$ cat src/include/qmap_config.svh
`ifndef QMAP_CONFIG_SVH
`define QMAP_CONFIG_SVH

// ----------------------------------------
// lane and stream geometry
// ----------------------------------------
`define QMAP_NUM_LANES  4
`define QMAP_LANE_W     2
`define QMAP_DATA_BYTES 8
`define QMAP_DATA_W     (`QMAP_DATA_BYTES * 8)

// ----------------------------------------
// queue tables
// ----------------------------------------
// one table per host interface, indexed by the low entropy bits
`define QMAP_NUM_HOSTS  4
`define QMAP_TBL_DEPTH  128
`define QMAP_IDX_W      7
`define QMAP_QID_W      12

`endif

$ cat src/source/qmap_pkg.sv
`include "qmap_config.svh"

package qmap_pkg;

    // host interface, taken from the top two entropy bits
    typedef enum logic [1:0] {
        PF  = 2'd0,
        VF0 = 2'd1,
        VF1 = 2'd2,
        VF2 = 2'd3
    } host_if_e;

    // config write opcode
    typedef enum logic {
        CFG_ENTRY = 1'b0,
        CFG_BASE  = 1'b1
    } cfg_sel_e;

    // merger state
    typedef enum logic {
        ARB_IDLE = 1'b0,
        ARB_PKT  = 1'b1
    } arb_state_e;

    // ----------------------------------------
    // stream beat
    // ----------------------------------------
    typedef struct packed {
        logic [`QMAP_LANE_W-1:0] src_lane;
        logic                    rss_enable;
        logic [`QMAP_QID_W-1:0]  rss_entropy;
    } stream_meta_t;

    typedef struct packed {
        logic [`QMAP_DATA_W-1:0]     data;
        logic [`QMAP_DATA_BYTES-1:0] keep;
        logic                        last;
        stream_meta_t                meta;
    } stream_beat_t;

    // ----------------------------------------
    // config path
    // ----------------------------------------
    typedef struct packed {
        cfg_sel_e               sel;
        host_if_e               host;
        logic [`QMAP_IDX_W-1:0] idx;
        logic [`QMAP_QID_W-1:0] value;
    } cfg_req_t;

    // tables and bases, indexed by host_if_e
    typedef struct packed {
        logic [`QMAP_NUM_HOSTS-1:0][`QMAP_TBL_DEPTH-1:0][`QMAP_QID_W-1:0] tbl;
        logic [`QMAP_NUM_HOSTS-1:0][`QMAP_QID_W-1:0]                      base;
    } qmap_tables_t;

endpackage

$ cat src/source/lane_merge_arb.sv
`timescale 1ns/1ps

`include "qmap_config.svh"

module lane_merge_arb (
    input  logic                   core_clk,
    input  logic                   rst,
    input  logic                   lane_valid [`QMAP_NUM_LANES],
    output logic                   lane_ready [`QMAP_NUM_LANES],
    input  qmap_pkg::stream_beat_t lane_beat  [`QMAP_NUM_LANES],
    output logic                   out_valid,
    input  logic                   out_ready,
    output qmap_pkg::stream_beat_t out_beat
);
    import qmap_pkg::*;

    arb_state_e              state;
    logic [`QMAP_LANE_W-1:0] ptr;
    logic [`QMAP_LANE_W-1:0] cur;

    // ----------------------------------------
    // round-robin search from ptr
    // ----------------------------------------
    logic                    found;
    logic [`QMAP_LANE_W-1:0] pick;
    logic [`QMAP_LANE_W-1:0] probe;

    always_comb begin
        found = 1'b0;
        pick  = ptr;
        probe = ptr;
        for (int i = 0; i < `QMAP_NUM_LANES; i++) begin
            probe = ptr + `QMAP_LANE_W'(i);
            if (!found && lane_valid[probe]) begin
                found = 1'b1;
                pick  = probe;
            end
        end
    end

    // grant is combinational in idle, held once a packet starts
    logic                    active;
    logic [`QMAP_LANE_W-1:0] grant;
    logic                    xfer;

    assign active    = (state == ARB_PKT) || found;
    assign grant     = (state == ARB_PKT) ? cur : pick;
    assign out_valid = active && lane_valid[grant];
    assign xfer      = out_valid && out_ready;

    always_comb begin
        out_beat               = lane_beat[grant];
        out_beat.meta.src_lane = grant;
        for (int i = 0; i < `QMAP_NUM_LANES; i++) begin
            lane_ready[i] = active && (grant == `QMAP_LANE_W'(i)) && out_ready;
        end
    end

    // ----------------------------------------
    // state
    // ----------------------------------------
    always_ff @(posedge core_clk) begin
        if (rst) begin
            state <= ARB_IDLE;
            ptr   <= '0;
            cur   <= '0;
        end else begin
            case (state)
                ARB_IDLE: begin
                    if (found) begin
                        ptr <= pick + 1'b1;
                        cur <= pick;
                        // lock unless a single-beat packet went straight out
                        if (!(xfer && out_beat.last)) state <= ARB_PKT;
                    end
                end
                ARB_PKT: begin
                    if (xfer && out_beat.last) state <= ARB_IDLE;
                end
                default: state <= ARB_IDLE;
            endcase
        end
    end

endmodule

$ cat config.mk
export PLATFORM = sky130hd
export DESIGN_NAME = lane_merge_arb
export DESIGN_NICKNAME = d
export VERILOG_FILES = /design/src/source/qmap_pkg.sv /design/src/source/lane_merge_arb.sv
export VERILOG_INCLUDE_DIRS = /design/src /design/src/include
export SDC_FILE = /design/constraint.sdc
export NUM_CORES = 1
export LEC_CHECK = 0
export ABC_AREA = 1
export BUFFER_PORTS_ARGS = -buffer_cell sky130_fd_sc_hd__buf_2
export CORE_AREA = 2 2 177 179
export CTS_BUF_LIST = sky130_fd_sc_hd__clkbuf_4 sky130_fd_sc_hd__clkbuf_8
export DETAILED_ROUTE_END_ITERATION = 16
export DIE_AREA = 0 0 179 181
export PLACE_DENSITY = 0.43
export SKIP_LAST_GASP = 1
export SYNTH_ARGS = -nofsm -noshare
export SYNTH_HDL_FRONTEND = slang
export SYNTH_SLANG_ARGS = --single-unit
$ cat constraint.sdc
create_clock -name core_clk -period 2.4 [get_ports core_clk]
set_input_delay 0.12 -clock core_clk [delete_from_list [all_inputs] [get_ports core_clk]]
set_output_delay 0.12 -clock core_clk [all_outputs]
set_load 0.005 [all_outputs]
==> results.py <==
metrics = {
    "logic_synthesis": {
        "yosysUniqueCellTypes": 24,
        "synth.avg_cell_area_um2": 5.036,
        "ys_seq_area_share_pct": 3.302,
        "yosysTopAreaCell": "nand3_1",
        "synth_seq_cells": 5,
        "netlist_top_cells_area": "nand3_1, nand2_1, nand4_1",
        "syn-num-nets": 961,
        "synthXorXnorAreaFrac_pct": 0,
        "netlist_area_um2": 3032,
        "synth_top_family_by_area": "simple AND/OR/NAND/NOR gates",
        "ys.flop_type": "dfxtp_1",
        "synth_top_cell_area_share_pct": 30.38,
        "synthSimpleGateAreaFrac_pct": 82.67,
        "muxShareOfSynthArea_pct": 0,
        "synth-edff-count": 0,
        "synth-adder-area-share_pct": 0,
        "synth_compound_area_share_pct": 1.114,
        "postSynthCellCount": 602,
        "yosysWarnings": 0,
        "synthArstFlopShare_pct": 0,
    },
    "die": {
        "dieArea_um2": 32400,
        "die_x_um": 179,
        "core_area_um2": 30350,
        "chipHeight_um": 181,
        "fp-row-count": 64,
        "pin_count": 452,
        "start_util_pct": 9.989,
    },
    "power": {
        "vdd_drop_max_mv": 0.8403,
        "power.leakage_nw": 3.691,
        "report.power.total_mw": 16.35,
        "power.density_nw_per_um2": 2278,
    },
    "detailed_routing": {
        "routedWlPerCell_um": 17.69,
        "drcViolationCount": 0,
        "drtIter0Drc": 320,
        "wirelength_um": 26010,
        "first_pass_iters": 5,
        "vias": 6384,
        "drt-vias-per-instance": 4.343,
        "ant_nets": 0,
    },
    "sta": {
        "skew_ns": 0.001090,
        "fin_crit_sh_pct": 106.0,
        "drv_slew": 0,
        "hold_viol_final": 0,
        "rsz0062_at_grt": "yes",
        "final.min_clock_period_ns": 2.545,
        "setup_viol": 86,
        "relSlewSlack_pct": 73.91,
        "fmax_mhz": 392.9,
        "max_slew.worst_pin.slew_ns": 0.3905,
        "setup_ws_ns": -0.1449,
    },
    "outcome": {
        "violations": "negative setup slack",
        "status": "finished with violations",
    },
    "clock_tree": {
        "clkTransAtPathRegs_ns": 0.04,
        "clock_path_buffers": 2,
        "htree_levels": 1,
        "cts_hold_buf": 0,
        "cts_tree": "done",
        "root_buffer": "clkbuf_8",
        "numCtsBuffers": 3,
        "clk_latency_ns": 0.22,
        "cts.sinks": 5,
    },
    "cells_and_area": {
        "regArea_um2": 107.6,
        "final_layout_size_suffix_gt1_share_pct": 58.81,
        "nFillCells": 3497,
        "multi_input_area_um2": 2879,
        "design_area_um2": 7177,
        "syn_to_final_growth_pct": 136.7,
        "nNetsFinal": 1433,
    },
    "grt": {
        "grt_max_degree": 50,
        "first_global_vias": 6014,
        "grt_pass1_wl_um": 33980,
        "gr-total-overflow": 0,
        "antenna_found_initial": 2,
        "grtUsageTotal_pct": 13.58,
    },
    "placed_design": {
        "placed_area_um2": 5906,
        "dp_hpwl_um": 18130,
        "port_buffers": 443,
        "place_congestion": 0.8567,
    },
    "setup_path": {
        "arrival_ns": 2.42,
        "setup.worst_path.class": "reg -> out",
        "path_max_fanout": 7,
        "critPathRequiredTime_ns": 2.28,
        "rrSetupSlack_ns": 0.19,
        "start_kind": "flop",
        "endpoint_kind": "output pin",
    },
    "job": {
        "cap_violations": 0,
    },
    "worst_hold_path": {
        "worstHoldPathType": "in -> reg",
    },
}
## logic make-up after synthesis
family	Yosys count
AND/OR/NAND/NOR	524
buffers and inverters	67
AO/OA/AOI/OAI	6
flip-flops	5
## cells in the final DEF, fill, tap and decap left out, drive strengths merged
cell type	count
buf	515
o21ai	1
a21oi	3
nand2	238
diode	1
nand4	88
nor2	9
clkbuf	11
nand3	186
or2	1
inv	11
bufbuf	1
dfxtp	5
o22ai	1
nor3	2
a211oi	1
## metrics by stage
step	utilization, %	setup TNS, ns	hold slack (ns)	cells	setup WS (ns)
after global routing	23.65	-21.10	0.1133	1470	-0.2941
after floorplan	-	0	0.1924	602	0.4144
after global placement	19.46	-0.003479	0.3426	1431	-0.002254
after detailed placement	19.46	0	0.3525	1431	0.04393
after CTS	22.14	-9.699	0.1140	1460	-0.1561
final	23.65	-6.994	0.1127	1470	-0.1449
## final timing paths
kind	cells past startpoint	from	end
max	15	ptr[0]	out_beat[6]
min	2	rst	ptr[1]
max reg2reg	19	ptr[0]	state
min reg2reg	2	cur[0]	cur[0]
## registers in the layout (all words and copies together) (netlist names)
signal	flops
cur	2
state	1
ptr	2
## cell usage after synthesis (3+ instances only)
| master | n |
|---|---|
| clkbuf_1 | 10 |
| buf_6 | 10 |
| nand3_1 | 184 |
| nand2_2 | 7 |
| nand2_4 | 3 |
| nand2_1 | 228 |
| nor2_1 | 6 |
| dfxtp_1 | 5 |
| buf_4 | 8 |
| nand4_1 | 88 |
| inv_1 | 9 |
| buf_2 | 26 |
| a21oi_1 | 3 |
## layout make-up
type	count	area share [%]
timing repair buffer	523	50.05
multi-input combinational	530	40.12
tap	396	6.904
sequential	5	1.499
inverter	11	0.7148
clock buffer	4	0.6799
antenna	1	0.03487
## timing repair
action | CTS | global route
pin swaps | 16 | 27
buffers inserted | 14 | 3
gates cloned | 12 | 8
endpoints found under the setup margin | 89 | 93
gates resized for setup | 75 | 83
## power by group
group	total [mW]	internal [mW]	switching, mW
combinational	16.0	7.46	8.56
clock	0.166	0.125	0.0409
sequential	0.166	0.127	0.0391
## worst max-delay path, cell delays in order, from the launching register on
cell and delay, ns:
dfxtp_4 0.37, buf_6 0.14, nand2_1 0.08, nand3_2 0.10, nand2_4 0.07, nor2_8 0.14
nand4_1 0.18, nand3_4 0.14, nand2_8 0.09, nor2_4 0.15, buf_12 0.17, buf_12 0.15
clkbuf_16 0.18, nand2_1 0.06, nand4_1 0.06, buf_2 0.12
## routing by layer
metal / track usage, % / share of wire (%)
met1: 17.47 / 43
met5: 0 / 0
met3: 1.662 / 7.9
met2: 23.82 / 48
met4: 3.285 / 1.9
No activity file was read; power rests on OpenSTA's default activity.
